===== src/div_pkg.sv =====
// divider shared types
`default_nettype none

package div_pkg;

    localparam int xlen = 32;                       // data word width.

    typedef enum logic [1:0] {
        op_div,
        op_divu,
        op_rem,
        op_remu
    } div_op_e;

    typedef enum logic [1:0] {
        st_idle,
        st_prep,
        st_iter,
        st_fix
    } div_state_e;

    typedef struct packed {
        logic [xlen-1:0] dividend;
        logic [xlen-1:0] divisor;
        div_op_e         op;
    } div_req_t;

    typedef struct packed {
        logic [xlen-1:0] dividend;                  // magnitude.
        logic [xlen-1:0] divisor;                   // magnitude.
    } div_operands_t;

    typedef struct packed {
        logic neg_quot;
        logic neg_rem;
        logic overflow;                             // most negative / -1.
        logic rem_sel;                              // rem or remu.
    } div_sign_t;

    typedef struct packed {
        logic [xlen-1:0] quotient;
        logic [xlen-1:0] remainder;
        logic            divisor_zero;
    } div_raw_t;

    // APB register map, byte offsets
    localparam logic [4:0] reg_dividend = 5'h00;
    localparam logic [4:0] reg_divisor  = 5'h04;
    localparam logic [4:0] reg_ctrl     = 5'h08;
    localparam logic [4:0] reg_status   = 5'h0C;
    localparam logic [4:0] reg_result   = 5'h10;

endpackage

`default_nettype wire


===== src/div_apb_regs.sv =====
// divider APB register block
`timescale 1ns/1ns
`default_nettype none

module div_apb_regs (
    input  logic                     clk,
    input  logic                     rst,
    input  logic [4:0]               paddr,
    input  logic                     psel,
    input  logic                     penable,
    input  logic                     pwrite,
    input  logic [div_pkg::xlen-1:0] pwdata,
    output logic [div_pkg::xlen-1:0] prdata,
    output logic                     pready,
    output logic                     pslverr,
    input  logic                     busy,
    input  logic                     done,
    input  logic                     divisor_zero,
    input  logic [div_pkg::xlen-1:0] result,
    output logic                     start_req,
    output div_pkg::div_req_t        req
);
    import div_pkg::*;

    logic            access;
    logic            addr_ok;
    logic            ro_write;
    logic            start_write;
    logic            wr_ok;
    logic            done_q;
    logic            dz_q;
    logic [xlen-1:0] result_q;

    assign access = psel & penable;
    assign pready = 1'b1;                           // no wait states.

    always_comb begin
        case (paddr)
            reg_dividend, reg_divisor, reg_ctrl, reg_status, reg_result: addr_ok = 1'b1;
            default: addr_ok = 1'b0;
        endcase
    end

    assign ro_write    = pwrite & ((paddr == reg_status) | (paddr == reg_result));
    assign start_write = pwrite & (paddr == reg_ctrl) & pwdata[8];

    // a start is refused while a division runs or is about to.
    assign pslverr = access & (~addr_ok | ro_write | (start_write & (busy | start_req)));
    assign wr_ok   = access & pwrite & ~pslverr;

    always_ff @(posedge clk) begin
        if (rst) begin
            start_req <= 1'b0;
        end else begin
            start_req <= wr_ok & start_write;
        end
    end

    always_ff @(posedge clk) begin
        if (wr_ok) begin
            case (paddr)
                reg_dividend: req.dividend <= pwdata;
                reg_divisor:  req.divisor  <= pwdata;
                reg_ctrl:     req.op       <= div_op_e'(pwdata[1:0]);
                default: ;
            endcase
        end
    end

    // result and zero flag are captured when done rises.
    always_ff @(posedge clk) begin
        if (rst) begin
            done_q   <= 1'b0;
            dz_q     <= 1'b0;
            result_q <= '0;
        end else begin
            done_q <= done;
            if (done && !done_q) begin
                dz_q     <= divisor_zero;
                result_q <= result;
            end
        end
    end

    always_comb begin
        case (paddr)
            reg_dividend: prdata = req.dividend;
            reg_divisor:  prdata = req.divisor;
            reg_ctrl:     prdata = {{(xlen-2){1'b0}}, req.op};
            reg_status:   prdata = {{(xlen-3){1'b0}}, dz_q, done, busy};
            reg_result:   prdata = result_q;
            default:      prdata = '0;
        endcase
    end

    a_penable_in_sel: assert property (@(posedge clk) disable iff (rst) penable |-> psel);

endmodule

`default_nettype wire


===== src/div_control.sv =====
// divider sequencing FSM
`timescale 1ns/1ns
`default_nettype none

module div_control (
    input  logic clk,
    input  logic rst,
    input  logic start_req,
    input  logic core_done,
    output logic prep_en,
    output logic core_start,
    output logic fix_en,
    output logic busy,
    output logic done
);
    import div_pkg::*;

    div_state_e state;

    assign busy = (state != st_idle);

    always_ff @(posedge clk) begin
        if (rst) begin
            state      <= st_idle;
            prep_en    <= 1'b0;
            core_start <= 1'b0;
            fix_en     <= 1'b0;
            done       <= 1'b0;
        end else begin
            prep_en    <= 1'b0;                     // strobes last one cycle.
            core_start <= 1'b0;
            fix_en     <= 1'b0;
            case (state)
                st_idle: begin
                    if (start_req) begin
                        state   <= st_prep;
                        prep_en <= 1'b1;
                        done    <= 1'b0;            // done holds until the next start.
                    end
                end
                st_prep: begin
                    state      <= st_iter;          // operands load during prep_en.
                    core_start <= 1'b1;
                end
                st_iter: begin
                    if (core_done) begin
                        state  <= st_fix;
                        fix_en <= 1'b1;
                    end
                end
                st_fix: begin
                    state <= st_idle;
                    done  <= 1'b1;                  // result registers on this edge.
                end
                default: begin
                    state <= st_idle;
                end
            endcase
        end
    end

    // core only reports completion while the FSM waits for it
    a_done_in_iter: assert property (
        @(posedge clk) disable iff (rst) core_done |-> (state == st_iter)
    );

endmodule

`default_nettype wire


===== src/div_operand_prep.sv =====
// divider operand preparation
`timescale 1ns/1ns
`default_nettype none

module div_operand_prep (
    input  logic                   clk,
    input  logic                   prep_en,
    input  div_pkg::div_req_t      req,
    output div_pkg::div_operands_t operands,
    output div_pkg::div_sign_t     sign
);
    import div_pkg::*;

    logic signed_op;
    logic dividend_neg;
    logic divisor_neg;
    logic overflow;

    assign signed_op    = (req.op == op_div) | (req.op == op_rem);
    assign dividend_neg = signed_op & req.dividend[xlen-1];
    assign divisor_neg  = signed_op & req.divisor[xlen-1];

    // most negative dividend over minus one.
    assign overflow = signed_op
                    & (req.dividend == {1'b1, {(xlen-1){1'b0}}})
                    & (&req.divisor);

    always_ff @(posedge clk) begin
        if (prep_en) begin
            operands.dividend <= dividend_neg ? -req.dividend : req.dividend;
            operands.divisor  <= divisor_neg ? -req.divisor : req.divisor;
            sign.neg_quot     <= dividend_neg ^ divisor_neg;
            sign.neg_rem      <= dividend_neg;   // remainder follows the dividend.
            sign.overflow     <= overflow;
            sign.rem_sel      <= (req.op == op_rem) | (req.op == op_remu);
        end
    end

endmodule

`default_nettype wire


===== src/div_radix4_core.sv =====
// unsigned radix-4 divider core
// early termination once the rest of the dividend is below the divisor
`timescale 1ns/1ns
`default_nettype none

module div_radix4_core (
    input  logic                   clk,
    input  logic                   rst,
    input  logic                   start,
    input  div_pkg::div_operands_t operands,
    output div_pkg::div_raw_t      raw,
    output logic                   done
);
    import div_pkg::*;

    logic [xlen-1:0]   pr;                          // partial remainder.
    logic [xlen-1:0]   ar;                          // unconsumed dividend bits, msb aligned.
    logic [xlen-1:0]   q;
    logic [xlen-1:0]   b;
    logic [xlen+1:0]   b_x3;
    logic [3:0]        count;                       // radix-4 steps taken.
    logic              active;
    logic              dz;

    logic [xlen+1:0]   pr_shift;
    logic [xlen+2:0]   diff1;
    logic [xlen+2:0]   diff2;
    logic [xlen+2:0]   diff3;
    logic [1:0]        digit;
    logic [xlen-1:0]   pr_next;
    logic [2*xlen-1:0] combined;
    logic [5:0]        q_shift;
    logic              early;
    logic              last;
    logic              finish;

    assign pr_shift = {pr, ar[xlen-1:xlen-2]};
    assign diff1    = {1'b0, pr_shift} - {3'b000, b};
    assign diff2    = {1'b0, pr_shift} - {2'b00, b, 1'b0};
    assign diff3    = {1'b0, pr_shift} - {1'b0, b_x3};

    // largest multiple that does not borrow sets the digit.
    always_comb begin
        if (!diff3[xlen+2]) begin
            digit   = 2'd3;
            pr_next = diff3[xlen-1:0];
        end else if (!diff2[xlen+2]) begin
            digit   = 2'd2;
            pr_next = diff2[xlen-1:0];
        end else if (!diff1[xlen+2]) begin
            digit   = 2'd1;
            pr_next = diff1[xlen-1:0];
        end else begin
            digit   = 2'd0;
            pr_next = pr_shift[xlen-1:0];
        end
    end

    // remainder if every remaining digit were zero.
    assign combined = {pr, ar} >> {count, 1'b0};
    assign early    = combined < {{xlen{1'b0}}, b};
    assign q_shift  = 6'(xlen) - {1'b0, count, 1'b0};
    assign last     = (count == 4'd15);
    assign finish   = early | last;

    always_ff @(posedge clk) begin
        if (rst) begin
            active <= 1'b0;
            done   <= 1'b0;
        end else begin
            done <= active & finish;
            if (start) begin
                active <= 1'b1;
            end else if (active && finish) begin
                active <= 1'b0;
            end
        end
    end

    always_ff @(posedge clk) begin
        if (start) begin
            pr    <= '0;
            ar    <= operands.dividend;
            q     <= '0;
            b     <= operands.divisor;
            b_x3  <= {1'b0, operands.divisor, 1'b0} + {2'b00, operands.divisor};
            count <= '0;
            dz    <= ~operands.divisor[0];
        end else if (active) begin
            if (early) begin
                raw.quotient     <= q << q_shift;   // skipped digits are zero.
                raw.remainder    <= combined[xlen-1:0];
                raw.divisor_zero <= 1'b0;
            end else begin
                pr    <= pr_next;
                ar    <= {ar[xlen-3:0], 2'b00};
                q     <= {q[xlen-3:0], digit};
                count <= count + 4'd1;
                // zero divisor: even and no 3x subtraction ever borrows
                dz    <= dz & ~diff3[xlen+2];
                if (last) begin
                    raw.quotient     <= {q[xlen-3:0], digit};
                    raw.remainder    <= pr_next;
                    raw.divisor_zero <= dz & ~diff3[xlen+2];
                end
            end
        end
    end

    a_done_pulse: assert property (@(posedge clk) disable iff (rst) done |=> !done);

endmodule

`default_nettype wire


===== src/div_result_fix.sv =====
// divider result fix-up
`timescale 1ns/1ns
`default_nettype none

module div_result_fix (
    input  logic                     clk,
    input  logic                     fix_en,
    input  div_pkg::div_raw_t        raw,
    input  div_pkg::div_sign_t       sign,
    output logic [div_pkg::xlen-1:0] result,
    output logic                     divisor_zero
);
    import div_pkg::*;

    logic [xlen-1:0] quot_signed;
    logic [xlen-1:0] rem_signed;

    assign quot_signed = sign.neg_quot ? -raw.quotient : raw.quotient;

    // with a zero divisor this rebuilds the original dividend.
    assign rem_signed = sign.neg_rem ? -raw.remainder : raw.remainder;

    always_ff @(posedge clk) begin
        if (fix_en) begin
            divisor_zero <= raw.divisor_zero;
            if (raw.divisor_zero) begin
                if (sign.rem_sel) begin
                    result <= rem_signed;
                end else begin
                    result <= '1;                   // all ones quotient.
                end
            end else if (sign.overflow) begin
                if (sign.rem_sel) begin
                    result <= '0;
                end else begin
                    result <= {1'b1, {(xlen-1){1'b0}}};  // dividend comes back.
                end
            end else if (sign.rem_sel) begin
                result <= rem_signed;
            end else begin
                result <= quot_signed;
            end
        end
    end

endmodule

`default_nettype wire


===== src/div_top.sv =====
// APB integer divider
`timescale 1ns/1ns
`default_nettype none

module div_top (
    input  logic                     clk,
    input  logic                     rst,
    input  logic [4:0]               paddr,
    input  logic                     psel,
    input  logic                     penable,
    input  logic                     pwrite,
    input  logic [div_pkg::xlen-1:0] pwdata,
    output logic [div_pkg::xlen-1:0] prdata,
    output logic                     pready,
    output logic                     pslverr
);
    import div_pkg::*;

    logic            start_req;
    logic            prep_en;
    logic            core_start;
    logic            core_done;
    logic            fix_en;
    logic            busy;
    logic            done;
    logic            divisor_zero;
    logic [xlen-1:0] result;
    div_req_t        req;
    div_operands_t   operands;
    div_sign_t       sign;
    div_raw_t        raw;

    div_apb_regs div_apb_regs_inst (
        .clk          (clk),
        .rst          (rst),
        .paddr        (paddr),
        .psel         (psel),
        .penable      (penable),
        .pwrite       (pwrite),
        .pwdata       (pwdata),
        .prdata       (prdata),
        .pready       (pready),
        .pslverr      (pslverr),
        .busy         (busy),
        .done         (done),
        .divisor_zero (divisor_zero),
        .result       (result),
        .start_req    (start_req),
        .req          (req)
    );

    div_control div_control_inst (
        .clk        (clk),
        .rst        (rst),
        .start_req  (start_req),
        .core_done  (core_done),
        .prep_en    (prep_en),
        .core_start (core_start),
        .fix_en     (fix_en),
        .busy       (busy),
        .done       (done)
    );

    div_operand_prep div_operand_prep_inst (
        .clk      (clk),
        .prep_en  (prep_en),
        .req      (req),
        .operands (operands),
        .sign     (sign)
    );

    div_radix4_core div_radix4_core_inst (
        .clk      (clk),
        .rst      (rst),
        .start    (core_start),
        .operands (operands),
        .raw      (raw),
        .done     (core_done)
    );

    div_result_fix div_result_fix_inst (
        .clk          (clk),
        .fix_en       (fix_en),
        .raw          (raw),
        .sign         (sign),
        .result       (result),
        .divisor_zero (divisor_zero)
    );

endmodule

`default_nettype wire


===== config.mk =====
export PLATFORM = sky130hd
export DESIGN_NAME = div_top
export DESIGN_NICKNAME = d
export VERILOG_FILES = /design/src/div_pkg.sv /design/src/div_apb_regs.sv /design/src/div_control.sv /design/src/div_operand_prep.sv /design/src/div_radix4_core.sv /design/src/div_result_fix.sv /design/src/div_top.sv
export SDC_FILE = /design/constraint.sdc
export NUM_CORES = 1
export LEC_CHECK = 0
export ABC_AREA = 1
export BUFFER_PORTS_ARGS = -buffer_cell sky130_fd_sc_hd__buf_2
export CAP_MARGIN = 20
export CELL_PAD_IN_SITES_DETAIL_PLACEMENT = 0
export CELL_PAD_IN_SITES_GLOBAL_PLACEMENT = 1
export CORE_AREA = 10 10 268 270
export DETAILED_ROUTE_END_ITERATION = 12
export DIE_AREA = 0 0 278 280
export PLACE_DENSITY_LB_ADDON = 0.25
export SKIP_CTS_REPAIR_TIMING = 1
export SYNTH_ARGS = -nofsm -noshare
export SYNTH_HDL_FRONTEND = slang
export SYNTH_SLANG_ARGS = --single-unit

===== constraint.sdc =====
create_clock -name clk -period 9.15 [get_ports clk]
set_clock_uncertainty 0.05 [all_clocks]
set_input_delay 0.915 -clock clk [delete_from_list [all_inputs] [get_ports clk]]
set_output_delay 0.915 -clock clk [all_outputs]
set_load 0.005 [all_outputs]

# Yosys cells after proc, flatten, opt, wreduce, memory -nomap -nowiden
# Index checks and enable logic that the tools add are counted.
# Widths: inputs -> output; s select.
# op_classes
n_addsub	10
n_lt_le_gt_ge	1
eq_ne	14
shifts	2
mux	35
bitwise_logic	31
reduce_logical	23
# ops
cell	count
$mux 32	15
$pmux 32 s5	1
$mux 65	2
$neg 32->32	4
$lt 64x32->1	1
$shr 64x5->64	1
$sub 34x32->35	1
$sub 34x33->35	1
$sub 34x34->35	1
$add 33x32->34	1
$eq 32x32->1 const B	1
$reduce_and 32->1	1
$shl 32x6->32	1
$and 1x1->1	15
$reduce_and 2->1	7
$mux 1	11
$eq 5x4->1 const B	2
$reduce_bool 2->1	5
$eq 2x2->1 const B	4
$mux 2	4
$not 1->1	8
$pmux 2 s4	1
$or 1x1->1	7
$sub 6x5->6 const A	1
other kinds (16)	20
# word_totals
reg_bits	442
output_inout_bits	34
elab_cells	148

# Depth between registers and ports, before layout
# logic_depth
word_depth	10
ltp_mapped	27

# Modules after synthesis
# From an unflattened synthesis, not the netlist that was laid out.
# hier_totals
hier_cells	4529
area_unflattened_um2	32531.2
# by_module_without_submodules
mod	instances	cells_per_inst	area_per_inst_um2	seq_area_each_um2
div_radix4_core	1	3025	20714.9	6296.0
div_operand_prep	1	514	4113.9	2042.0
div_apb_regs	1	397	3995.1	2682.6
div_result_fix	1	558	3429.5	991.0
div_control	1	35	277.8	120.1

# Worst setup path after synthesis
# Ideal clock, no wire load.
# synth_timing
path_kind	register -> register
start	reg div_radix4_core_inst.count[0]
end	reg, netlist name div_radix4_core_inst.raw[0]
setup_ns	0.488
arrival_ns	5.820
path_slack_ns	2.792
path_stages_with_launch	25
path_buffers	6
synth_period_minus_slack_ns	6.358
path_cell_list	dfxtp_1 buf_4 buf_4 buf_2 clkbuf_1 nand2_1 o21ai_0 mux2i_1 o21ai_0 a21oi_1 a21oi_1 ha_1 nand2_1 inv_1 nand3_1 a31oi_1 a2111oi_0 nand2_1 nand2_1 nand2_1 buf_6 buf_6 nand2_1 nand2_1 nor2_1
# synth_between
elab_chain_len	4
elab_cells_between_ends	5
# synth_lines
element	line	rtl
from (decl)	div_radix4_core.sv:21	logic [3:0] count;
from (signal assigned)	div_radix4_core.sv:98	count <= count + 4'd1;
$shr 64x5->64	div_radix4_core.sv:60	assign combined = {pr, ar} >> {count, 1'b0};
$lt 64x32->1	div_radix4_core.sv:61	assign early = combined < {{xlen{1'b0}}, b};
$reduce_bool 2->1 (no source line) *	--	
$reduce_and 3->1 (no source line) *	--	
# Mark *: on every way between the ends. The rest lies on a longest branch, timed or not.
# A chain may end at the register's enable or synchronous reset.

# Final worst setup path
# layout_timing
start	reg div_radix4_core_inst.count[0]
end	reg, netlist name div_radix4_core_inst.raw[61]
# layout_between
elab_chain_len	4
elab_cells_between_ends	5
# layout_lines
element	line
$shr 64x5->64	div_radix4_core.sv:60
$lt 64x32->1	div_radix4_core.sv:61
$reduce_bool 2->1 (no source line) *	--
$reduce_and 3->1 (no source line) *	--
# Marked as above.

==> results.yml <==
logic_synthesis:
  synth-edff-count: 330
  synthTopCellsByCount: "962 x nand2_1, 468 x inv_1, 449 x o21ai_0"
  synth_top_family_by_area: "simple AND/OR/NAND/NOR gates"
  synth-seq-cells: 441
  ys_types: 60
  syn_inst: 4180
  yosysMostFrequentCell: "nand2_1"
  seq_area_frac_synth_pct: 38.56
  synth-xor-area-share_pct: 4.676
  synth-compound-area-share_pct: 17.61
  yosys.area_share.adder_pct: 7.094
  synth_ff_type: "edfxtp_1"
  syn-cell-area_um2: 31470
  synthArstFlopShare_pct: 0
  synthDominantCellAreaShare_pct: 31.49
  synthTopCellsByArea: "edfxtp_1 31%, nand2_1 11%, o21ai_0 7.1%, dfxtp_1 7.1%, ha_1 6.8%"
  yosys.area.top_type: "edfxtp_1"
  synth_mux_area_share_pct: 1.145
  yosysWarnings: 0
  syn_area_per_cell_um2: 7.528
  synth-simple-area-share_pct: 22.72
  synth_nets: 4398
layout:
  fillers: 6700
  syn_to_final_growth_pct: 8.390
  drive_above_1_share_pct: 5.607
  final_net_count: 4388
  multi_input_area_um2: 16800
  final_core_util_pct: 51.24
  ff_latch_area_um2: 12140
sta:
  hold_slack_ns: 0.3936
  max_freq_mhz: 165.0
  report.final.slew_viol_count: 0
  slew_headroom_pct: 29.98
  finalHoldViolCount: 0
  period_minus_slack_ns: 6.060
  finalSetupTns_ns: 0
  finalSetupViolCount: 0
  post-route-period-util_pct: 66.23
  rsz0062_at_grt: "no"
  tightest_slew_ns: 1.049
placed_design:
  hpwl_um: 90630
  gp_congestion: 1.013
  portBuffers: 74
drt:
  ant_nets: 0
  dr_total_vias: 29270
  finalWirelength_um: 116800
  post_drt_wl_per_cell_um: 22.98
  drtIter0Drc: 2896
  firstDrtPassIters: 6
  via_per_inst: 5.758
  drc: 0
global_routing:
  grt_usage_pct: 28.96
  antenna_found_initial: 1
  grt_pass1_wl_um: 173300
  grt_pass1_vias: 27560
  grt_max_degree: 83
  grt-ovfl-total: 0
floorplan:
  io_pins: 76
  die-area_um2: 77840
  rows: 95
  core_um2: 66560
  initial_core_util_pct: 47.27
  fp.dieH_um: 280
  die_w_um: 278
clocking:
  clock-root-buffer: "clkbuf_16"
  insertion_delay_ns: 0.63
  clk_pin_slew_ns: 0.07
  cts.htree.levels: 2
  cts_tree: "built"
  cts_buffer_depth: 3
  cts_made_buffers: 49
  clock-sinks: 441
critical_path:
  critPathLaunchType: "flip-flop"
  cp_slowest_stage_delay_ns: 0.75
  crit_chain: "buf_4, inv_2, nand2_1, o21ai_0, o21ai_0, nand2_1, nand3_1, o21ai_0, ha_1, a21oi_1, o21ai_0, nand2_1, o2111ai_1, nor3_1, nand3_1, a21oi_2, nand2_4, nand2_1, nand2_1, nor2_4, buf_4"
  required_ns: 9.35
  slowest_stage: "nor2_4"
  worst-setup-path-type: "flip-flop to flip-flop"
  crit_top_cell: "nand2_1"
  crit_fanout: 58
  arrival_ns: 6.26
  end_kind: "flip-flop"
power_and_ir_drop:
  irDropWorstVdd_uv: 211.9
  finalPower_uw: 10220
  power_leakage_uw: 0.01447
  power_density_nw_per_um2: 299.8
worst_hold_path:
  hold_path_class: "flip-flop to flip-flop"
flow_run:
  drv_cap: 0
outcome:
  status: "completed"
[cell families (layout without fill, tap and decap cells)]
kind of cell | Yosys count | after routing
AND/OR/NAND/NOR | 1736 | 1736
adder cells (fa/ha/maj) | 176 | 176
XOR/XNOR | 168 | 168
AO/OA/AOI/OAI | 979 | 979
flip-flops | 441 | 441
buffers and inverters | 643 | 672
other | 1 | 2
multiplexers | 36 | 36
[critical path, delay by kind of cell, from the launching register on]
kind	cells	cell delay, ns
AO/OA/AOI/OAI	7	1.08
adder cells (fa/ha/maj)	1	0.33
buffers and inverters	3	1.46
flip-flops	1	0.66
AND/OR/NAND/NOR	10	2.05
[final cells by class]
| type | count | share of cell area (%) |
|---|---|---|
| Clock buffer | 64 | 4.032 |
| Timing Repair Buffer | 108 | 1.871 |
| Clock inverter | 26 | 0.8108 |
| Tap cell | 873 | 3.203 |
| Multi-Input combinational cell | 3096 | 49.26 |
| Inverter | 474 | 5.217 |
| Sequential cell | 441 | 35.60 |
| Antenna cell | 1 | 0.007337 |
[power breakdown]
group	switching, µW	internal [µW]	leakage (µW)	total, µW
clock network	874	1160	0.000791	2030
logic	3860	1640	0.00980	5500
registers	298	2390	0.00388	2690
[per-layer routing]
metal / global-route usage, % / wire [µm] / vias up
met5: 0 / 12 / -
met4: 11.62 / 5000 / 2
li1: - / - / 14180
met2: 44.35 / 50930 / 1127
met1: 39.87 / 51520 / 13750
met3: 5.207 / 9349 / 209
[placed cells by master (no fill, tap or decap), drive strengths merged, types with 6 or more instances in the layout]
master,synthesis,routed
buf,55,108
inv,471,474
clkinv,3,17
xnor2,40,40
or2,9,9
nand2,964,964
dfxtp,111,111
nand4,37,37
ha,172,172
xor2,128,128
nor2,381,381
clkinvlp,0,6
o21ai,500,500
nand3,251,251
a31oi,45,45
a21oi,263,263
o211ai,31,31
nand3b,15,15
clkbuf,114,64
a21boi,13,13
o21a,17,17
a21o,10,10
mux2i,36,36
nor3,64,64
nor4,11,11
a211oi,9,9
o221ai,27,27
o21bai,20,20
edfxtp,330,330
a32o,9,9
[stage by stage]
stage               std cells  area [µm²]  setup WS (ns)
CTS                      5082       34100          3.166
detailed placement       4992       32450          3.181
finish                   5083       34110          3.090
global route             5082       34100          2.608
floorplan                4180       31470          2.792
global placement         4991       32430          3.288
[flip-flops by register name, summed over array words and instances (netlist names), 2 cells and up]
signal	count
div_radix4_core_inst.b_x3	34
div_operand_prep_inst.operands	64
div_radix4_core_inst.raw	65
div_radix4_core_inst.pr	32
div_operand_prep_inst.sign	4
div_apb_regs_inst.result_q	32
div_radix4_core_inst.b	31
div_radix4_core_inst.ar	32
div_radix4_core_inst.q	32
div_result_fix_inst.result	32
div_control_inst.state	2
div_radix4_core_inst.count	4
div_apb_regs_inst.req	66
[final timing paths]
path	slack, ns	to	depth (start not counted)	from
min reg2reg	0.39	div_operand_prep_inst.sign[0]$_DFFE_PP_	0	div_apb_regs_inst.req[1]$_DFFE_PP_
max	3.09	div_radix4_core_inst.raw[61]$_DFFE_PP_	21	div_radix4_core_inst.count[0]$_SDFFE_PP0P_
max reg2reg	3.09	div_radix4_core_inst.raw[61]$_DFFE_PP_	21	div_radix4_core_inst.count[0]$_SDFFE_PP0P_
min	0.39	div_operand_prep_inst.sign[0]$_DFFE_PP_	0	div_apb_regs_inst.req[1]$_DFFE_PP_
(Power assumes the default switching activity.)
